### config.mk
export PLATFORM = sky130hd
export DESIGN_NAME = panel_top
export DESIGN_NICKNAME = d
export VERILOG_FILES = /design/src/verilog/panel_geom_pkg.sv /design/src/verilog/cmd_pkg.sv /design/src/verilog/panel_ifs.sv /design/src/verilog/panel_top.sv /design/src/verilog/wb_cmd_slave.sv /design/src/verilog/cmd_control.sv /design/src/verilog/fill_area.sv /design/src/verilog/frame_buffer.sv
export SDC_FILE = /design/constraint.sdc
export NUM_CORES = 2
export LEC_CHECK = 0
export BUFFER_PORTS_ARGS = -buffer_cell sky130_fd_sc_hd__buf_2
export CORE_MARGIN = 1.5
export CORE_UTILIZATION = 55
export DETAILED_ROUTE_END_ITERATION = 10
export PLACE_DENSITY = 0.71
export SETUP_SLACK_MARGIN = 0.1
export SYNTH_ARGS = -nofsm -noshare
export SYNTH_HDL_FRONTEND = slang
export SYNTH_SLANG_ARGS = --single-unit
export TNS_END_PERCENT = 50
### constraint.sdc
create_clock -name clk -period 5.3 [get_ports clk]
set_input_delay 1.06 -clock clk [delete_from_list [all_inputs] [get_ports clk]]
set_output_delay 1.06 -clock clk [all_outputs]
set_load 0.02 [all_outputs]
### src/verilog/panel_geom_pkg.sv
// Panel geometry and framebuffer address widths for the LED matrix datapath.
// Imported by every block that forms or decodes a pixel byte address.
`default_nettype none

package panel_geom_pkg;

    // ------------------------------------------------------------
    // Panel size
    // ------------------------------------------------------------
    localparam int PANEL_WIDTH = 16;                    // Columns.
    localparam int PANEL_HEIGHT = 8;                    // Rows.
    localparam int BYTES_PER_PIXEL = 2;                 // Colour bytes per pixel.

    // ------------------------------------------------------------
    // Address fields
    // ------------------------------------------------------------
    localparam int COL_BITS = $clog2(PANEL_WIDTH);
    localparam int ROW_BITS = $clog2(PANEL_HEIGHT);
    localparam int BYTE_BITS = $clog2(BYTES_PER_PIXEL);

    // Byte address is {row, column, byte}.
    localparam int FB_ADDR_BITS = ROW_BITS + COL_BITS + BYTE_BITS;
    localparam int FB_DEPTH = 1 << FB_ADDR_BITS;        // 256 bytes.

    localparam int COLOR_BITS = BYTES_PER_PIXEL * 8;

endpackage

`default_nettype wire
### src/verilog/cmd_pkg.sv
// Command opcodes, command struct and Wishbone register map of the fill engine.
`default_nettype none

package cmd_pkg;

    localparam int WB_ADDR_BITS = 3;
    localparam int RECT_FIELD_BITS = 8;                 // One byte per field in REG_RECT.

    typedef enum logic [1:0] {
        OP_NONE,
        OP_FILL,
        OP_BLANK
    } opcode_t;

    // x and y keep the full register byte so off-panel origins can be caught.
    typedef struct packed {
        opcode_t opcode;
        logic [RECT_FIELD_BITS-1:0] x;
        logic [RECT_FIELD_BITS-1:0] y;
        logic [panel_geom_pkg::COL_BITS:0] width;
        logic [panel_geom_pkg::ROW_BITS:0] height;
        logic [panel_geom_pkg::COLOR_BITS-1:0] color;
    } fill_cmd_t;

    // ------------------------------------------------------------
    // Register map
    // ------------------------------------------------------------
    localparam logic [WB_ADDR_BITS-1:0] REG_CMD = 3'd0;
    localparam logic [WB_ADDR_BITS-1:0] REG_RECT = 3'd1;       // x, y, width, height bytes.
    localparam logic [WB_ADDR_BITS-1:0] REG_COLOR = 3'd2;
    localparam logic [WB_ADDR_BITS-1:0] REG_STATUS = 3'd3;
    localparam logic [WB_ADDR_BITS-1:0] REG_RD_ADDR = 3'd4;
    localparam logic [WB_ADDR_BITS-1:0] REG_RD_DATA = 3'd5;

    localparam int STATUS_BUSY = 0;
    localparam int STATUS_REJECT = 1;                   // Sticky, cleared by a STATUS write.

endpackage

`default_nettype wire

### src/verilog/panel_ifs.sv
// Internal buses of the fill engine: fill launch from the sequencer and
// byte writes from the area walker into the framebuffer.
`default_nettype none

interface fill_cmd_if;
    import panel_geom_pkg::*;

    logic start;
    logic [COL_BITS-1:0] x;
    logic [ROW_BITS-1:0] y;
    logic [COL_BITS:0] width;
    logic [ROW_BITS:0] height;
    logic [COLOR_BITS-1:0] color;
    logic done;

    modport control (output start, x, y, width, height, color, input done);
    modport engine (input start, x, y, width, height, color, output done);
endinterface

interface pixel_write_if;
    import panel_geom_pkg::*;

    logic [ROW_BITS-1:0] row;
    logic [COL_BITS-1:0] column;
    logic [BYTE_BITS-1:0] pixel;
    logic [7:0] data;
    logic write_enable;

    modport source (output row, column, pixel, data, write_enable);
    modport ram (input row, column, pixel, data, write_enable);
endinterface

`default_nettype wire

### src/verilog/panel_top.sv
// Top level of the framebuffer command engine. Connects the Wishbone slave,
// sequencer, area walker and framebuffer behind plain Wishbone ports.
`default_nettype none

module panel_top (
    input  wire logic                             clk,
    input  wire logic                             reset,
    input  wire logic                             wb_cyc,
    input  wire logic                             wb_stb,
    input  wire logic                             wb_we,
    input  wire logic [cmd_pkg::WB_ADDR_BITS-1:0] wb_adr,
    input  wire logic [31:0]                      wb_dat_w,
    output logic      [31:0]                      wb_dat_r,
    output logic                                  wb_ack
);
    import panel_geom_pkg::*;
    import cmd_pkg::*;

    fill_cmd_t cmd;
    logic cmd_valid;
    logic clear_reject;
    logic busy;
    logic rejected;
    logic [FB_ADDR_BITS-1:0] rd_addr;
    logic [7:0] rd_data;

    fill_cmd_if fill_bus ();
    pixel_write_if pixel_bus ();

    wb_cmd_slave u_wb_cmd_slave (
        .clk(clk),
        .reset(reset),
        .wb_cyc(wb_cyc),
        .wb_stb(wb_stb),
        .wb_we(wb_we),
        .wb_adr(wb_adr),
        .wb_dat_w(wb_dat_w),
        .wb_dat_r(wb_dat_r),
        .wb_ack(wb_ack),
        .busy(busy),
        .rejected(rejected),
        .rd_data(rd_data),
        .cmd(cmd),
        .cmd_valid(cmd_valid),
        .clear_reject(clear_reject),
        .rd_addr(rd_addr)
    );

    cmd_control u_cmd_control (
        .clk(clk),
        .reset(reset),
        .cmd(cmd),
        .cmd_valid(cmd_valid),
        .clear_reject(clear_reject),
        .busy(busy),
        .rejected(rejected),
        .fill(fill_bus.control)
    );

    fill_area u_fill_area (
        .clk(clk),
        .reset(reset),
        .fill(fill_bus.engine),
        .wr(pixel_bus.source)
    );

    frame_buffer u_frame_buffer (
        .clk(clk),
        .wr(pixel_bus.ram),
        .rd_addr(rd_addr),
        .rd_data(rd_data)
    );

endmodule

`default_nettype wire

### src/verilog/wb_cmd_slave.sv
// Wishbone classic register slave. Holds the rectangle, colour and readback
// address, launches commands and returns status and framebuffer bytes.
`default_nettype none

module wb_cmd_slave (
    input  wire logic                                      clk,
    input  wire logic                                      reset,
    input  wire logic                                      wb_cyc,
    input  wire logic                                      wb_stb,
    input  wire logic                                      wb_we,
    input  wire logic [cmd_pkg::WB_ADDR_BITS-1:0]          wb_adr,
    input  wire logic [31:0]                               wb_dat_w,
    output logic      [31:0]                               wb_dat_r,
    output logic                                           wb_ack,
    input  wire logic                                      busy,
    input  wire logic                                      rejected,
    input  wire logic [7:0]                                rd_data,
    output cmd_pkg::fill_cmd_t                             cmd,
    output logic                                           cmd_valid,
    output logic                                           clear_reject,
    output logic      [panel_geom_pkg::FB_ADDR_BITS-1:0]   rd_addr
);
    import panel_geom_pkg::*;
    import cmd_pkg::*;

    logic request;
    logic [31:0] rect_reg;
    logic [COLOR_BITS-1:0] color_reg;
    opcode_t op_reg;
    logic [31:0] status;
    logic [31:0] read_data;

    assign request = wb_cyc && wb_stb && !wb_ack;        // New cycle, not yet acked.

    always_ff @(posedge clk) begin
        if (reset) begin
            wb_ack <= 1'b0;
            cmd_valid <= 1'b0;
            clear_reject <= 1'b0;
        end else begin
            wb_ack <= request;
            cmd_valid <= request && wb_we && (wb_adr == REG_CMD);
            clear_reject <= request && wb_we && (wb_adr == REG_STATUS);
        end
    end

    always_ff @(posedge clk) begin
        if (request && wb_we) begin
            case (wb_adr)
                REG_CMD: op_reg <= opcode_t'(wb_dat_w[1:0]);
                REG_RECT: rect_reg <= wb_dat_w;
                REG_COLOR: color_reg <= wb_dat_w[COLOR_BITS-1:0];
                REG_RD_ADDR: rd_addr <= wb_dat_w[FB_ADDR_BITS-1:0];
                default: ;
            endcase
        end
        if (request) begin
            wb_dat_r <= read_data;
        end
    end

    always_comb begin
        status = '0;
        status[STATUS_BUSY] = busy;
        status[STATUS_REJECT] = rejected;
        case (wb_adr)
            REG_CMD: read_data = {30'd0, op_reg};
            REG_RECT: read_data = rect_reg;
            REG_COLOR: read_data = {{(32 - COLOR_BITS){1'b0}}, color_reg};
            REG_STATUS: read_data = status;
            REG_RD_ADDR: read_data = {{(32 - FB_ADDR_BITS){1'b0}}, rd_addr};
            REG_RD_DATA: read_data = {24'd0, rd_data};
            default: read_data = '0;
        endcase
    end

    // Oversized width and height saturate to the panel so they fit the command fields.
    always_comb begin
        cmd.opcode = op_reg;
        cmd.x = rect_reg[7:0];
        cmd.y = rect_reg[15:8];
        cmd.width = (rect_reg[23:16] > 8'(PANEL_WIDTH)) ?
            (COL_BITS + 1)'(PANEL_WIDTH) : rect_reg[16 +: COL_BITS + 1];
        cmd.height = (rect_reg[31:24] > 8'(PANEL_HEIGHT)) ?
            (ROW_BITS + 1)'(PANEL_HEIGHT) : rect_reg[24 +: ROW_BITS + 1];
        cmd.color = color_reg;
    end

endmodule

`default_nettype wire

### src/verilog/cmd_control.sv
// Command sequencer. Checks and clips incoming commands, launches the area
// walker and reports busy and the sticky reject flag.
`default_nettype none

module cmd_control (
    input  wire logic               clk,
    input  wire logic               reset,
    input  wire cmd_pkg::fill_cmd_t cmd,
    input  wire logic               cmd_valid,
    input  wire logic               clear_reject,
    output logic                    busy,
    output logic                    rejected,
    fill_cmd_if.control             fill
);
    import panel_geom_pkg::*;
    import cmd_pkg::*;

    typedef enum logic [1:0] {
        IDLE,
        LAUNCH,
        RUNNING,
        FINISH
    } state_t;

    state_t state;
    logic can_accept;
    logic fill_ok;
    logic [COL_BITS:0] room_w;
    logic [COL_BITS:0] clip_w;
    logic [ROW_BITS:0] room_h;
    logic [ROW_BITS:0] clip_h;

    assign can_accept = (state == IDLE) || (state == FINISH);
    assign busy = (state == LAUNCH) || (state == RUNNING);
    assign fill.start = (state == LAUNCH);

    // ------------------------------------------------------------
    // Validation and clipping
    // ------------------------------------------------------------
    assign fill_ok = (cmd.opcode == OP_FILL) && (cmd.x < 8'(PANEL_WIDTH)) &&
                     (cmd.y < 8'(PANEL_HEIGHT)) && (cmd.width != '0) && (cmd.height != '0);
    assign room_w = (COL_BITS + 1)'(PANEL_WIDTH) - {1'b0, cmd.x[COL_BITS-1:0]};
    assign room_h = (ROW_BITS + 1)'(PANEL_HEIGHT) - {1'b0, cmd.y[ROW_BITS-1:0]};
    assign clip_w = (cmd.width > room_w) ? room_w : cmd.width;
    assign clip_h = (cmd.height > room_h) ? room_h : cmd.height;

    always_ff @(posedge clk) begin
        if (reset) begin
            state <= IDLE;
            rejected <= 1'b0;
        end else begin
            if (clear_reject) rejected <= 1'b0;
            case (state)
                IDLE, FINISH: begin
                    state <= IDLE;
                    if (cmd_valid) begin
                        if (cmd.opcode == OP_BLANK || fill_ok) state <= LAUNCH;
                        else rejected <= 1'b1;                  // Empty, off-panel or unknown.
                    end
                end
                LAUNCH: state <= RUNNING;
                RUNNING: if (fill.done) state <= FINISH;
                default: state <= IDLE;
            endcase
            if (cmd_valid && !can_accept) rejected <= 1'b1;     // Dropped while busy.
        end
    end

    // Fill fields only change when a command is taken, so they hold while busy.
    always_ff @(posedge clk) begin
        if (can_accept && cmd_valid) begin
            if (cmd.opcode == OP_BLANK) begin
                fill.x <= '0;
                fill.y <= '0;
                fill.width <= (COL_BITS + 1)'(PANEL_WIDTH);
                fill.height <= (ROW_BITS + 1)'(PANEL_HEIGHT);
                fill.color <= '0;
            end else begin
                fill.x <= cmd.x[COL_BITS-1:0];
                fill.y <= cmd.y[ROW_BITS-1:0];
                fill.width <= clip_w;
                fill.height <= clip_h;
                fill.color <= cmd.color;
            end
        end
    end

    // The walker reports done only for the fill that is running.
    a_done_while_running: assert property (@(posedge clk) disable iff (reset)
        fill.done |-> (state == RUNNING));

endmodule

`default_nettype wire

### src/verilog/fill_area.sv
// Rectangle walker. After start it writes one framebuffer byte per clock,
// byte fastest, then column, then row, and pulses done after the last write.
`default_nettype none

module fill_area (
    input  wire logic    clk,
    input  wire logic    reset,
    fill_cmd_if.engine   fill,
    pixel_write_if.source wr
);
    import panel_geom_pkg::*;

    logic active;
    logic [ROW_BITS-1:0] row_off;
    logic [COL_BITS-1:0] col_off;
    logic [BYTE_BITS-1:0] byte_sel;
    logic last_byte;
    logic last_col;
    logic last_row;

    assign last_byte = (byte_sel == BYTE_BITS'(BYTES_PER_PIXEL - 1));
    assign last_col = ({1'b0, col_off} == fill.width - 1'b1);
    assign last_row = ({1'b0, row_off} == fill.height - 1'b1);

    // ------------------------------------------------------------
    // Write port
    // ------------------------------------------------------------
    assign wr.write_enable = active;
    assign wr.row = fill.y + row_off;
    assign wr.column = fill.x + col_off;
    assign wr.pixel = byte_sel;
    assign wr.data = fill.color[byte_sel * 8 +: 8];     // Little-endian by byte index.

    always_ff @(posedge clk) begin
        if (reset) begin
            active <= 1'b0;
            fill.done <= 1'b0;
            row_off <= '0;
            col_off <= '0;
            byte_sel <= '0;
        end else begin
            fill.done <= 1'b0;
            if (fill.start) begin
                active <= 1'b1;
                row_off <= '0;
                col_off <= '0;
                byte_sel <= '0;
            end else if (active) begin
                if (!last_byte) begin
                    byte_sel <= byte_sel + 1'b1;
                end else begin
                    byte_sel <= '0;
                    if (!last_col) begin
                        col_off <= col_off + 1'b1;
                    end else begin
                        col_off <= '0;
                        if (!last_row) begin
                            row_off <= row_off + 1'b1;
                        end else begin
                            active <= 1'b0;             // Last byte of the area.
                            fill.done <= 1'b1;
                        end
                    end
                end
            end
        end
    end

    // The sequencer's clipping must keep every write inside the panel.
    a_write_on_panel: assert property (@(posedge clk) disable iff (reset)
        wr.write_enable |-> (int'(fill.x) + int'(col_off) < PANEL_WIDTH) &&
                            (int'(fill.y) + int'(row_off) < PANEL_HEIGHT));

endmodule

`default_nettype wire

### src/verilog/frame_buffer.sv
// Byte-wide framebuffer RAM, one write port from the area walker and one
// registered read port for bus readback.
`default_nettype none

module frame_buffer (
    input  wire logic                                    clk,
    pixel_write_if.ram                                   wr,
    input  wire logic [panel_geom_pkg::FB_ADDR_BITS-1:0] rd_addr,
    output logic      [7:0]                              rd_data
);
    import panel_geom_pkg::*;

    logic [7:0] mem [FB_DEPTH];
    logic [FB_ADDR_BITS-1:0] wr_addr;

    assign wr_addr = {wr.row, wr.column, wr.pixel};     // Row-major, byte fastest.

    always_ff @(posedge clk) begin
        if (wr.write_enable) begin
            mem[wr_addr] <= wr.data;
        end
        rd_data <= mem[rd_addr];                        // One cycle read latency.
    end

endmodule

`default_nettype wire

==> flow_summary.toml <==
[detailed_routing]
antenna_left = 0
vias_per_cell = 6.57
firstDrtPassIters = 5
routedWlPerCell_um = 31.4
wl_met2_um = 98100
top_layer = "met4"
drt_iter0_drc = 5690
vias = 43545
wl_um = 208000
drc_errors = 0
met1_length_um = 82900
wl_met3_um = 21000

[pwr]
ir_drop_uv = 365
total_leakage_power_nw = 30.1
p_per_area_mw_per_mm2 = 363

[cts]
cts_resized = 0
clock_sinks = 2194
cts_root_buffer = "clkbuf_16"
clk_pin_slew_worst_paths_ns = 0.06
cts_tree = "built"
htreeDepth = 4
cts_setup_buffers = 0
clk_path_buf_depth = 3
numCtsBuffers = 206
clk_latency_ns = 0.83
ctsHoldBuffers = 0

[timing]
tightest_slew_ns = 1.25
hold_slack_ns = 0.405
worst_clock_skew_ns = 0.0436
drv_slew = 0
slew_headroom_pct = 17.0
hold_viol = 0
setup_viol = 0
final.setup.tns_ns = 0
max_freq_mhz = 247
period_share_pct = 76.4
finalCriticalPeriod_ns = 4.05
rsz0062_at_grt = "no"

[die]
core_region_area_mm2 = 0.154
initial_core_util_pct = 55.5
die_area_mm2 = 0.158
die_x_um = 398
boundaryPins = 73
rows = 144
die_y_um = 398

[run]
max-cap-violations = 0

[layout]
largest_register_ffs = 2048
mostFrequentLayoutCells = "2170 x edfxtp_1, 412 x mux4_2, 311 x nor2_1, 208 x clkbuf_16, 166 x mux2i_1"
drive_gt1_share_pct = 21.2
fillers = 10398
final_common_cell = "edfxtp_1"
syn2layout_area_growth_pct = 11.2
layout.nets = 4468
fin_area_mm2 = 0.0953
insertedDiodeCount = 0

[status]
status = "finished clean"

[place]
gp_congestion = 0.884
portBuffers = 72
placed_area_mm2 = 0.0887
post-dp-hpwl_um = 125000

[worst_setup_path]
worst-path-max-fanout = 11
crit_arrival_ns = 4.50
reg2reg_depth = 7
cp-end-kind = "flip-flop"
worstSetupStartpointType = "flip-flop"
critical_path_class = "reg2reg"
cp_data_required_time_ns = 5.75

[logic_synthesis]
ys_types = 64
ys_async_sr_fraction_pct = 0
yosysTopAreaCell = "edfxtp_1"
syn_area_mm2 = 0.0857
syn_avg_cell_area_um2 = 20.3
ys_top_cells_by_area = "edfxtp_1 76%, mux4_2 11%, mux2i_1 1.9%, a22oi_1 1.4%, nor2_1 1.4%"
synth_top_area_share_pct = 76.0
synthFlopType = "edfxtp_1"
synth_cells = 4218
ys_warn_count = 0
synth-edff-count = 2170
synth.net_count = 4281
ys_seq_elements = 2194
synth.yosys.seq_area_share_pct = 76.6

[grt]
grt_pass1_vias = 42313
grt_max_degree = 162
antenna_found_initial = 1
grt.total_usage_pct = 26.3
grt_pass1_wl_um = 300000
grt_overflow = 0

[hold_path]
min_path_type = "in2reg"
holdPathStages = 1
[per-stage QoR]
step | total power [mW] | std cells | util (%) | worst slack, ns
after floorplan | 20.0 | 4218 | - | 1.33
after global placement | 20.4 | 6241 | 57.4 | 1.32
after detailed placement | 20.4 | 6241 | 57.4 | 1.25
after CTS | 34.7 | 6624 | 61.7 | 1.21
after global routing | 35.4 | 6624 | 61.7 | 1.02
final | 34.6 | 6624 | 61.7 | 1.25
[power by group]
| part | switching (mW) | internal [mW] |
|---|---|---|
| clock network | 6.28 | 8.28 |
| registers | 0.0246 | 19.2 |
| logic | 0.622 | 0.146 |
| total | 6.93 | 27.7 |
[critical path, cell delays in order, from the launching register on]
cell and delay, ns:
dfxtp_1 0.44, ha_1 0.21, inv_1 0.05, fa_1 0.68, nor2b_1 0.35, nand2_1 0.81, buf_4 0.51, nor2_1 0.59
[routing by layer]
metal,track usage [%],vias to the layer above
met5,0,-
met4,7.55,0
met3,5.01,352
met2,40.5,2680
met1,39.0,22704
li1,-,17809
[final cells by class]
cell class / instances / area (um^2) / area share, %
Tap cell: 2044 / 2560 / 2.68
Timing Repair Buffer: 218 / 1760 / 1.84
Multi-Input combinational cell: 1762 / 18600 / 19.5
Sequential cell: 2194 / 65600 / 68.9
Clock buffer: 260 / 5440 / 5.71
Inverter: 23 / 86.3 / 0.0906
Clock inverter: 123 / 1200 / 1.26
[kinds of logic (layout without fill, tap and decap cells)]
logic type	count (synthesis)	after routing	synth area share [%]
multiplexers	619	619	13.7
AO/OA/AOI/OAI	460	460	3.78
XOR/XNOR	19	19	0.194
buffers and inverters	262	624	1.91
AND/OR/NAND/NOR	641	641	3.47
flip-flops	2194	2194	76.6
adder cells (fa/ha/maj)	23	23	0.353
[Yosys cell counts, drive strengths merged (32+ instances only)]
cell and n:
edfxtp 2170, mux4 434, nor2 314, mux2i 166
a22oi 160, buf 130, clkbuf 109, a21oi 97
nand2 96, and2 44, o221ai 41, nand3 36
nor2b 32
[worst paths after layout]
path / slack (ns) / start / to
worst max-delay path: 1.25 / u_fill_area.col_off[0] / u_frame_buffer.mem[161][6]
worst min register to register: 0.50 / u_wb_cmd_slave.cmd_valid / u_cmd_control.rejected
worst min-delay path: 0.40 / wb_dat_w[17] / u_wb_cmd_slave.rect_reg[17]
worst max register to register: 1.25 / u_fill_area.col_off[0] / u_frame_buffer.mem[161][6]
(Power assumes the default switching activity.)
